===== config.mk =====
export PLATFORM = sky130hd
export DESIGN_NAME = vertex_job_control
export DESIGN_NICKNAME = d
export VERILOG_FILES = /design/src/verilog/graph_pkg.sv /design/src/verilog/job_ctrl_pkg.sv /design/src/verilog/unpack_if.sv /design/src/verilog/sync_fifo.sv /design/src/verilog/vertex_read_sequencer.sv /design/src/verilog/vertex_line_store.sv /design/src/verilog/vertex_job_control.sv
export VERILOG_INCLUDE_DIRS = /design/src /design/src/verilog
export SDC_FILE = /design/constraint.sdc
export NUM_CORES = 2
export LEC_CHECK = 0
export BUFFER_PORTS_ARGS = -buffer_cell sky130_fd_sc_hd__buf_2
export CORE_MARGIN = 1
export CORE_UTILIZATION = 45
export CTS_BUF_LIST = sky130_fd_sc_hd__clkbuf_8
export CTS_CLUSTER_DIAMETER = 150
export DETAILED_ROUTE_END_ITERATION = 7
export PLACE_DENSITY = 0.59
export SETUP_SLACK_MARGIN = 0.4
export SYNTH_ARGS = -nofsm -noshare
export SYNTH_HDL_FRONTEND = slang
export SYNTH_HIERARCHICAL = 1
export SYNTH_SLANG_ARGS = --single-unit

===== constraint.sdc =====
create_clock -name clock -period 33.1 [get_ports clock]
set_input_delay 4.965 -clock clock [delete_from_list [all_inputs] [get_ports clock]]
set_output_delay 4.965 -clock clock [all_outputs]
set_load 0.03 [all_outputs]

===== src/verilog/vertex_settings.svh =====
// sizing macros; CACHELINE_VERTICES must stay a power of two that fits in lane_count_t
`ifndef VERTEX_SETTINGS_SVH
`define VERTEX_SETTINGS_SVH

// vertices per cacheline, also the chunk size of the walk
`define CACHELINE_VERTICES 8

// width of one vertex field
`define VERTEX_BITS 32

// byte address width
`define ADDRESS_BITS 32

// vertex counts and ids
`define COUNT_BITS 16

// queue depths
`define CMD_QUEUE_DEPTH 4
`define JOB_QUEUE_DEPTH 16

`endif


===== src/verilog/graph_pkg.sv =====
// graph data types; lane i of a cacheline sits at bits [i*VERTEX_BITS +: VERTEX_BITS]
`include "vertex_settings.svh"

package graph_pkg;

	// one field of one vertex
	typedef logic [`VERTEX_BITS-1:0] vertex_field_t;

	// byte address into host memory
	typedef logic [`ADDRESS_BITS-1:0] address_t;

	// vertex count and vertex id
	typedef logic [`COUNT_BITS-1:0] vertex_count_t;

	// one returned data line
	typedef logic [`CACHELINE_VERTICES*`VERTEX_BITS-1:0] cacheline_t;

	// valid lanes of a chunk, 0 to CACHELINE_VERTICES
	typedef logic [3:0] lane_count_t;

	// source array of a command or a data line
	typedef enum logic [1:0] {
		ARRAY_OUT_DEGREE = 2'd0,
		ARRAY_AUX_DATA   = 2'd1,
		ARRAY_EDGES_IDX  = 2'd2
	} graph_array_t;

endpackage


===== src/verilog/job_ctrl_pkg.sv =====
// control types; compile after graph_pkg, whose types the records are built from
package job_ctrl_pkg;

	// chunk walk states
	typedef enum logic [2:0] {
		SEQ_IDLE,
		SEQ_CHECK_ROOM,
		SEQ_CMD_OUT_DEGREE,
		SEQ_CMD_AUX,
		SEQ_CMD_EDGES_IDX,
		SEQ_WAIT_LINES,
		SEQ_UNPACK
	} seq_state_t;

	// one read command, count gives the valid lanes of the line
	typedef struct packed {
		graph_pkg::address_t     address;
		graph_pkg::graph_array_t tag;
		graph_pkg::lane_count_t  count;
	} read_cmd_t;

	// one vertex job as seen by the consumer
	typedef struct packed {
		graph_pkg::vertex_count_t id;
		graph_pkg::vertex_field_t out_degree;
		graph_pkg::vertex_field_t edges_idx;
		graph_pkg::vertex_field_t data;
	} vertex_job_t;

endpackage


===== src/verilog/unpack_if.sv =====
// chunk unpack handshake; an order with a lane count of zero rewinds the vertex id
interface unpack_if;

	logic                   unpack_start;
	graph_pkg::lane_count_t unpack_count;
	logic                   lines_ready;
	logic                   unpack_done;

	modport sequencer (
		output unpack_start,
		output unpack_count,
		input  lines_ready,
		input  unpack_done
	);

	modport store (
		input  unpack_start,
		input  unpack_count,
		output lines_ready,
		output unpack_done
	);

endinterface


===== src/verilog/sync_fifo.sv =====
// fall-through queue; a push while full or a pop while empty is dropped
module sync_fifo #(
	parameter int WIDTH = 32,
	parameter int DEPTH = 4
) (
	input  logic                         clock,
	input  logic                         rstn,
	input  logic                         push,
	input  logic [WIDTH-1:0]             data_in,
	input  logic                         pop,
	output logic [WIDTH-1:0]             data_out,
	output logic                         empty,
	output logic                         full,
	output logic [$clog2(DEPTH+1)-1:0]   free_slots
);

	localparam int PTR_BITS = (DEPTH > 1) ? $clog2(DEPTH) : 1;
	localparam int CNT_BITS = $clog2(DEPTH+1);

	logic [WIDTH-1:0]    mem [DEPTH];
	logic [PTR_BITS-1:0] wr_ptr;
	logic [PTR_BITS-1:0] rd_ptr;
	logic [CNT_BITS-1:0] count;
	logic                do_push;
	logic                do_pop;

	assign do_push    = push && !full;
	assign do_pop     = pop && !empty;
	assign empty      = (count == '0);
	assign full       = (count == CNT_BITS'(DEPTH));
	assign free_slots = CNT_BITS'(DEPTH) - count;
	// head shows straight from storage
	assign data_out   = mem[rd_ptr];

	always_ff @(posedge clock) begin
		if (do_push)
			mem[wr_ptr] <= data_in;
	end

	always_ff @(posedge clock or negedge rstn) begin
		if (!rstn) begin
			wr_ptr <= '0;
			rd_ptr <= '0;
			count  <= '0;
		end else begin
			if (do_push)
				wr_ptr <= (wr_ptr == PTR_BITS'(DEPTH-1)) ? '0 : wr_ptr + 1'b1;
			if (do_pop)
				rd_ptr <= (rd_ptr == PTR_BITS'(DEPTH-1)) ? '0 : rd_ptr + 1'b1;
			case ({do_push, do_pop})
				2'b10:   count <= count + 1'b1;
				2'b01:   count <= count - 1'b1;
				default: count <= count;
			endcase
		end
	end

	assert property (@(posedge clock) disable iff (!rstn) push |-> !full);
	assert property (@(posedge clock) disable iff (!rstn) pop |-> !empty);

endmodule


===== src/verilog/vertex_read_sequencer.sv =====
// walks the range one chunk at a time; start is ignored while busy
`include "vertex_settings.svh"

module vertex_read_sequencer (
	input  logic                                   clock,
	input  logic                                   rstn,
	input  logic                                   start,
	input  graph_pkg::vertex_count_t               num_vertices,
	input  graph_pkg::address_t                    out_degree_base,
	input  graph_pkg::address_t                    aux_base,
	input  graph_pkg::address_t                    edges_idx_base,
	input  logic                                   cmd_queue_empty,
	input  logic [$clog2(`JOB_QUEUE_DEPTH+1)-1:0]  job_free_slots,
	output logic                                   busy,
	output logic                                   cmd_push,
	output job_ctrl_pkg::read_cmd_t                cmd,
	unpack_if.sequencer                            unpack
);

	// byte stride between chunks
	localparam int LINE_BYTES = `CACHELINE_VERTICES * `VERTEX_BITS / 8;

	job_ctrl_pkg::seq_state_t state;
	job_ctrl_pkg::seq_state_t next_state;

	graph_pkg::address_t      out_degree_base_q;
	graph_pkg::address_t      aux_base_q;
	graph_pkg::address_t      edges_idx_base_q;
	graph_pkg::vertex_count_t remaining;
	graph_pkg::address_t      offset;
	graph_pkg::lane_count_t   chunk_count;
	logic                     room;

	assign busy = (state != job_ctrl_pkg::SEQ_IDLE);
	// three free command slots and a whole chunk of job slots
	assign room = cmd_queue_empty && (job_free_slots >= `CACHELINE_VERTICES);

	////////////////////////////////////////////////////////////
	// chunk walk
	////////////////////////////////////////////////////////////

	always_comb begin
		next_state = state;
		case (state)
			job_ctrl_pkg::SEQ_IDLE: begin
				if (start && num_vertices != '0)
					next_state = job_ctrl_pkg::SEQ_CHECK_ROOM;
			end
			job_ctrl_pkg::SEQ_CHECK_ROOM: begin
				if (room)
					next_state = job_ctrl_pkg::SEQ_CMD_OUT_DEGREE;
			end
			job_ctrl_pkg::SEQ_CMD_OUT_DEGREE: next_state = job_ctrl_pkg::SEQ_CMD_AUX;
			job_ctrl_pkg::SEQ_CMD_AUX:        next_state = job_ctrl_pkg::SEQ_CMD_EDGES_IDX;
			job_ctrl_pkg::SEQ_CMD_EDGES_IDX:  next_state = job_ctrl_pkg::SEQ_WAIT_LINES;
			job_ctrl_pkg::SEQ_WAIT_LINES: begin
				if (unpack.lines_ready)
					next_state = job_ctrl_pkg::SEQ_UNPACK;
			end
			job_ctrl_pkg::SEQ_UNPACK: begin
				if (unpack.unpack_done)
					next_state = (remaining == '0) ? job_ctrl_pkg::SEQ_IDLE :
						job_ctrl_pkg::SEQ_CHECK_ROOM;
			end
			default: next_state = job_ctrl_pkg::SEQ_IDLE;
		endcase
	end

	always_ff @(posedge clock or negedge rstn) begin
		if (!rstn) begin
			state       <= job_ctrl_pkg::SEQ_IDLE;
			remaining   <= '0;
			offset      <= '0;
			chunk_count <= '0;
		end else begin
			state <= next_state;
			if (state == job_ctrl_pkg::SEQ_IDLE && start) begin
				remaining <= num_vertices;
				offset    <= '0;
			end
			// last chunk may be short
			if (state == job_ctrl_pkg::SEQ_CHECK_ROOM && room)
				chunk_count <= (remaining > `CACHELINE_VERTICES) ?
					graph_pkg::lane_count_t'(`CACHELINE_VERTICES) :
					graph_pkg::lane_count_t'(remaining);
			if (state == job_ctrl_pkg::SEQ_CMD_EDGES_IDX) begin
				offset    <= offset + LINE_BYTES;
				remaining <= remaining - chunk_count;
			end
		end
	end

	always_ff @(posedge clock) begin
		if (state == job_ctrl_pkg::SEQ_IDLE && start) begin
			out_degree_base_q <= out_degree_base;
			aux_base_q        <= aux_base;
			edges_idx_base_q  <= edges_idx_base;
		end
	end

	////////////////////////////////////////////////////////////
	// commands and unpack order
	////////////////////////////////////////////////////////////

	always_comb begin
		cmd_push    = 1'b0;
		cmd.address = out_degree_base_q + offset;
		cmd.tag     = graph_pkg::ARRAY_OUT_DEGREE;
		cmd.count   = chunk_count;
		case (state)
			job_ctrl_pkg::SEQ_CMD_OUT_DEGREE: cmd_push = 1'b1;
			job_ctrl_pkg::SEQ_CMD_AUX: begin
				cmd_push    = 1'b1;
				cmd.address = aux_base_q + offset;
				cmd.tag     = graph_pkg::ARRAY_AUX_DATA;
			end
			job_ctrl_pkg::SEQ_CMD_EDGES_IDX: begin
				cmd_push    = 1'b1;
				cmd.address = edges_idx_base_q + offset;
				cmd.tag     = graph_pkg::ARRAY_EDGES_IDX;
			end
			default: ;
		endcase
	end

	// zero-lane order on start rewinds the store's id
	assign unpack.unpack_start = (state == job_ctrl_pkg::SEQ_IDLE && start) ||
		(state == job_ctrl_pkg::SEQ_WAIT_LINES && unpack.lines_ready);
	assign unpack.unpack_count = (state == job_ctrl_pkg::SEQ_IDLE) ? '0 : chunk_count;

	// a start during a walk must never rewind the store's id
	assert property (@(posedge clock) disable iff (!rstn)
		(start && busy) |-> !(unpack.unpack_start && unpack.unpack_count == '0));

endmodule


===== src/verilog/vertex_line_store.sv =====
// holds one chunk's three lines; lines must not arrive while a chunk is unpacking
`include "vertex_settings.svh"

module vertex_line_store (
	input  logic                    clock,
	input  logic                    rstn,
	input  logic                    data_valid,
	input  graph_pkg::graph_array_t data_array,
	input  graph_pkg::cacheline_t   data_line,
	output logic                    job_push,
	output job_ctrl_pkg::vertex_job_t job,
	unpack_if.store                 unpack
);

	graph_pkg::cacheline_t    out_degree_line;
	graph_pkg::cacheline_t    aux_line;
	graph_pkg::cacheline_t    edges_idx_line;
	logic                     out_degree_ready;
	logic                     aux_ready;
	logic                     edges_idx_ready;
	logic                     unpacking;
	graph_pkg::lane_count_t   lanes_left;
	graph_pkg::vertex_count_t vertex_id;

	////////////////////////////////////////////////////////////
	// line capture
	////////////////////////////////////////////////////////////

	always_ff @(posedge clock) begin
		if (data_valid) begin
			case (data_array)
				graph_pkg::ARRAY_OUT_DEGREE: out_degree_line <= data_line;
				graph_pkg::ARRAY_AUX_DATA:   aux_line        <= data_line;
				graph_pkg::ARRAY_EDGES_IDX:  edges_idx_line  <= data_line;
				default: ;
			endcase
		end else if (unpacking) begin
			// next lane moves down to lane 0
			out_degree_line <= out_degree_line >> `VERTEX_BITS;
			aux_line        <= aux_line >> `VERTEX_BITS;
			edges_idx_line  <= edges_idx_line >> `VERTEX_BITS;
		end
	end

	always_ff @(posedge clock or negedge rstn) begin
		if (!rstn) begin
			out_degree_ready <= 1'b0;
			aux_ready        <= 1'b0;
			edges_idx_ready  <= 1'b0;
		end else if (unpack.unpack_start) begin
			out_degree_ready <= 1'b0;
			aux_ready        <= 1'b0;
			edges_idx_ready  <= 1'b0;
		end else if (data_valid) begin
			case (data_array)
				graph_pkg::ARRAY_OUT_DEGREE: out_degree_ready <= 1'b1;
				graph_pkg::ARRAY_AUX_DATA:   aux_ready        <= 1'b1;
				graph_pkg::ARRAY_EDGES_IDX:  edges_idx_ready  <= 1'b1;
				default: ;
			endcase
		end
	end

	assign unpack.lines_ready = out_degree_ready && aux_ready && edges_idx_ready;

	////////////////////////////////////////////////////////////
	// unpack, one job per cycle
	////////////////////////////////////////////////////////////

	always_ff @(posedge clock or negedge rstn) begin
		if (!rstn) begin
			unpacking          <= 1'b0;
			lanes_left         <= '0;
			vertex_id          <= '0;
			unpack.unpack_done <= 1'b0;
		end else begin
			unpack.unpack_done <= (unpacking && lanes_left == 4'd1) ||
				(unpack.unpack_start && unpack.unpack_count == '0);
			if (unpack.unpack_start) begin
				lanes_left <= unpack.unpack_count;
				unpacking  <= (unpack.unpack_count != '0);
				// new range
				if (unpack.unpack_count == '0)
					vertex_id <= '0;
			end else if (unpacking) begin
				lanes_left <= lanes_left - 1'b1;
				vertex_id  <= vertex_id + 1'b1;
				if (lanes_left == 4'd1)
					unpacking <= 1'b0;
			end
		end
	end

	assign job_push       = unpacking;
	assign job.id         = vertex_id;
	assign job.out_degree = out_degree_line[`VERTEX_BITS-1:0];
	assign job.edges_idx  = edges_idx_line[`VERTEX_BITS-1:0];
	assign job.data       = aux_line[`VERTEX_BITS-1:0];

	// the sequencer issues no command for the next chunk before unpack_done
	assert property (@(posedge clock) disable iff (!rstn) unpacking |-> !data_valid);

endmodule


===== src/verilog/vertex_job_control.sv =====
// vertex job fetcher top; data lines must return in command grant order
`include "vertex_settings.svh"

module vertex_job_control (
	input  logic                     clock,
	input  logic                     rstn,
	input  logic                     start,
	input  graph_pkg::vertex_count_t num_vertices,
	input  graph_pkg::address_t      out_degree_base,
	input  graph_pkg::address_t      aux_base,
	input  graph_pkg::address_t      edges_idx_base,
	output logic                     busy,
	output logic                     cmd_request,
	input  logic                     cmd_grant,
	output graph_pkg::address_t      cmd_address,
	output graph_pkg::graph_array_t  cmd_array,
	output graph_pkg::lane_count_t   cmd_count,
	input  logic                     data_valid,
	input  graph_pkg::graph_array_t  data_array,
	input  graph_pkg::cacheline_t    data_line,
	output logic                     job_valid,
	input  logic                     job_request,
	output graph_pkg::vertex_count_t job_id,
	output graph_pkg::vertex_field_t job_out_degree,
	output graph_pkg::vertex_field_t job_edges_idx,
	output graph_pkg::vertex_field_t job_data
);

	job_ctrl_pkg::read_cmd_t               cmd_in;
	job_ctrl_pkg::read_cmd_t               cmd_head;
	logic                                  cmd_push;
	logic                                  cmd_empty;
	job_ctrl_pkg::vertex_job_t             job_in;
	job_ctrl_pkg::vertex_job_t             job_head;
	logic                                  job_push;
	logic                                  job_empty;
	logic [$clog2(`JOB_QUEUE_DEPTH+1)-1:0] job_free_slots;

	unpack_if i_unpack_if ();

	vertex_read_sequencer i_vertex_read_sequencer (
		.clock           (clock),
		.rstn            (rstn),
		.start           (start),
		.num_vertices    (num_vertices),
		.out_degree_base (out_degree_base),
		.aux_base        (aux_base),
		.edges_idx_base  (edges_idx_base),
		.cmd_queue_empty (cmd_empty),
		.job_free_slots  (job_free_slots),
		.busy            (busy),
		.cmd_push        (cmd_push),
		.cmd             (cmd_in),
		.unpack          (i_unpack_if.sequencer)
	);

	vertex_line_store i_vertex_line_store (
		.clock      (clock),
		.rstn       (rstn),
		.data_valid (data_valid),
		.data_array (data_array),
		.data_line  (data_line),
		.job_push   (job_push),
		.job        (job_in),
		.unpack     (i_unpack_if.store)
	);

	// command queue toward the bus
	sync_fifo #(
		.WIDTH ($bits(job_ctrl_pkg::read_cmd_t)),
		.DEPTH (`CMD_QUEUE_DEPTH)
	) i_cmd_fifo (
		.clock      (clock),
		.rstn       (rstn),
		.push       (cmd_push),
		.data_in    (cmd_in),
		.pop        (cmd_grant),
		.data_out   (cmd_head),
		.empty      (cmd_empty),
		.full       (),
		.free_slots ()
	);

	// job queue toward the consumer
	sync_fifo #(
		.WIDTH ($bits(job_ctrl_pkg::vertex_job_t)),
		.DEPTH (`JOB_QUEUE_DEPTH)
	) i_job_fifo (
		.clock      (clock),
		.rstn       (rstn),
		.push       (job_push),
		.data_in    (job_in),
		.pop        (job_request),
		.data_out   (job_head),
		.empty      (job_empty),
		.full       (),
		.free_slots (job_free_slots)
	);

	assign cmd_request    = !cmd_empty;
	assign cmd_address    = cmd_head.address;
	assign cmd_array      = cmd_head.tag;
	assign cmd_count      = cmd_head.count;

	assign job_valid      = !job_empty;
	assign job_id         = job_head.id;
	assign job_out_degree = job_head.out_degree;
	assign job_edges_idx  = job_head.edges_idx;
	assign job_data       = job_head.data;

endmodule


==> metrics.md <==
| Metric | Value |
|---|---|
| Status | `finished, violations left` |
| Failing checks | `antenna violations` |
| DRT Wirelength | `289000 um` |
| Fraction of power consumed by the clock network | `26.5%` |
| Max-Cap Viols | `0` |
| RSZ-0062 raised after global routing | `no` |
| Remaining Overflow, GRT | `0` |
| Iter 0 DRT Violations | `5535` |
| Clock sink count | `2903` |
| Clock latency on the worst-skew pair | `1.14 ns` |
| Crit start category | `flip-flop` |
| Leak | `0.0462 uW` |
| Worst reg2reg endpoint | `i_job_fifo/mem[7][28]` |
| Final setup fails | `0` |
| Critical path arrival | `6.10 ns` |
| Critical Path End Type | `primary output` |
| Number of cell rows | `185` |
| Sequential cell area | `0.0867 mm2` |
| # DRC | `0` |
| Crit path max-delay family | `buffers and inverters` |
| Root Driver | `clkbuf_8` |
| Top Ports | `529` |
| CTS buffer count | `478` |
| Hold Crit Start | `i_cmd_fifo/count[0]` |
| Met2 usage | `33.8%` |
| Die ar. | `0.257 mm2` |
| Multi-input logic area | `0.0232 mm2` |
| Largest fanout on the critical path | `158` |
| P&R area growth vs syn | `12.3%` |
| Slew Limit Fails | `0` |
| CP Cell Sequence | `buf_4, buf_4, buf_12, mux2i_1, a22oi_1, mux2i_1, o21ai_1, buf_2` |
| Hold depth | `1` |
| Min Tclk post-route | `11.07 ns` |
| DRT Pass-1 Iters | `5` |
| Avg Inst Size Synth | `17.1 um2` |
| Largest net degree at the start of global routing | `262` |
| Combinational power share | `26.9%` |
| Hold Path Class | `reg2reg` |
| Non-Filler Instances | `11200` |
| Met1 Usage GRT | `31.8%` |
| TNS Setup | `0 ns` |
| First-pass GRT wire length | `415000 um` |
| Vias in the first global route | `60400` |
| Part of the cycle the worst path needs | `33.4%` |
| Placed insts | `10300` |
| R2R Path Start | `i_job_fifo/count[1]` |
| Dpl hpwl | `165000 um` |
| Hold-fix buffers, CTS | `0` |
| GPL Wtd Cong | `0.813` |
| Initial Util | `45.2%` |
| Worst vdd ir | `0.0616 mV` |
| DP Worst Slack | `23.08 ns` |
| Synthesized Nets | `7150` |
| Switching pwr | `3590 uW` |
| CP max-delay cell | `dfrtp_4` |
| Placed cell area | `0.120 mm2` |
| Layout cell share with drive strength beyond 1 | `20.9%` |
| Worst setup margin | `22.03 ns` |
| Final hold violations | `0` |
| PwrDens | `82.8 mW/mm2` |
| Port-buffer cells | `528` |
| Switching Fraction | `33.6%` |
| R2R setup slack | `27.93 ns` |
| Clock tree from TritonCTS | `done` |
| Cell count after synthesis | `6717` |
| Post-CTS resize count | `0` |
| Register share of total power | `46.6%` |
| H-tree depth | `5` |
| Clk_skew | `0.115 ns` |
| Yosys warns | `6` |
| DR vias | `60800` |
| Internal Dissipation | `7090 uW` |
| Reg2Reg Depth | `10` |
| Initial antenna violation count | `79` |
| Post-CTS Setup Inserts | `0` |
| Die height | `507 um` |
| Mapped Area | `0.115 mm2` |
| Worst-margin pin slew | `1.33 ns` |
| DR WL/cell | `25.9 um` |
| CP max stage delay | `0.96 ns` |
| WS Path Type | `reg2out` |
| Total GRT Usage | `22.2%` |
| Max Freq | `90.3 MHz` |
| Fillers | `21100` |
| Area of the core | `0.254 mm2` |
| Clock transition at path regs | `0.06 ns` |
| Max transition margin | `10.2%` |
| Pwr Total | `10700 uW` |
| Req. time, crit path | `28.13 ns` |
| Nets | `7828` |
| Die width | `507 um` |
| Global routing usage on met3 | `5.60%` |
| Post-DR vias/cell | `5.44` |
| Bufs and invs on worst path | `4` |
| Hold endpoint | `i_cmd_fifo/count[0]` |
| Clock Tree Buf Depth | `4` |
| Busiest metal layer after global routing | `met2` |
| Post-detailed-route count of antenna-violating nets | `1` |
| Design Area, Final | `0.129 mm2` |
-- worst max-delay path by stage --
| stage | endpoint | slack, ns | startpoint | depth (start not counted) |
|---|---|---|---|---|
| final | job_edges_idx[19] | 22.03 | i_job_fifo/rd_ptr[1] | 8 |
| after global routing | job_edges_idx[19] | 21.79 | i_job_fifo/rd_ptr[1] | 8 |
| after CTS | job_data[30] | 21.87 | i_job_fifo/rd_ptr[1] | 8 |
| after detailed placement | job_edges_idx[22] | 23.08 | i_job_fifo/rd_ptr[1] | 7 |
| after global placement | job_edges_idx[22] | 23.12 | i_job_fifo/rd_ptr[1] | 7 |
| after floorplan | i_vertex_line_store/edges_idx_line[0] | 8.31 | data_valid | 6 |
-- power groups by stage --
stage	combinational, uW	clock [uW]	sequential [uW]
6_report	2870	2830	4980
5_1_grt	3070	3060	5030
4_1_cts	2920	2900	4980
3_5_place_dp	2910	0	5060
3_3_place_gp	2890	0	5030
2_1_floorplan	2050	0	5010
-- cell usage in the layout (no fill, tap or decap), types with 12 or more instances in the layout --
cell         n
clkinv_2    51
nand2b_1    13
nand3_1     32
dfrtp_1     91
o21ai_0    731
clkinv_1   119
nor2b_1     12
xor2_1      20
mux4_2     374
a22oi_1    142
a21oi_1     41
and2_1      33
buf_4       85
mux2i_1    345
inv_1      884
nand4_1     19
buf_12      12
and2_4      17
a21o_1      14
clkbuf_8   491
nand2_1    362
ha_1        55
edfxtp_1  2808
o211ai_1    16
o21ai_1    121
buf_2      526
a32oi_1    112
nor2_1      49
diode_2     38
xnor2_1     36
-- flip-flops by register name (all words and copies together) (netlist names), 5 cells and up --
signal	cells
i_job_fifo/mem	1792
i_vertex_line_store/aux_line	256
i_vertex_line_store/edges_idx_line	256
i_vertex_line_store/out_degree_line	256
i_cmd_fifo/mem	152
i_vertex_read_sequencer/aux_base_q	32
i_vertex_read_sequencer/edges_idx_base_q	32
i_vertex_read_sequencer/out_degree_base_q	32
i_vertex_read_sequencer/offset	27
i_vertex_line_store/vertex_id	16
i_vertex_read_sequencer/remaining	16
i_job_fifo/count	5
-- per-layer routing --
metal	share of wire [%]	vias up
li1	-	27100
met3	8.0	467
met5	0.19	-
met4	2.3	84
met1	44	31000
met2	46	2242
-- area by class of cell --
type / instances / share of cell area [%]
Multi-Input combinational cell: 2676 / 18.0
Inverter: 712 / 2.08
Clock inverter: 369 / 1.38
Clock buffer: 491 / 5.24
Tap cell: 3366 / 3.26
Timing Repair Buffer: 624 / 2.73
Antenna cell: 38 / 0.0737
Sequential cell: 2903 / 67.2
-- through the flow --
stage	utilization (%)	hold slack (ns)
after floorplan	-	0.446
after global placement	47.4	0.465
final	50.8	0.474
after CTS	50.8	0.479
after global routing	50.8	0.493
after detailed placement	47.4	0.467
Power figures use the tool's default switching activity.
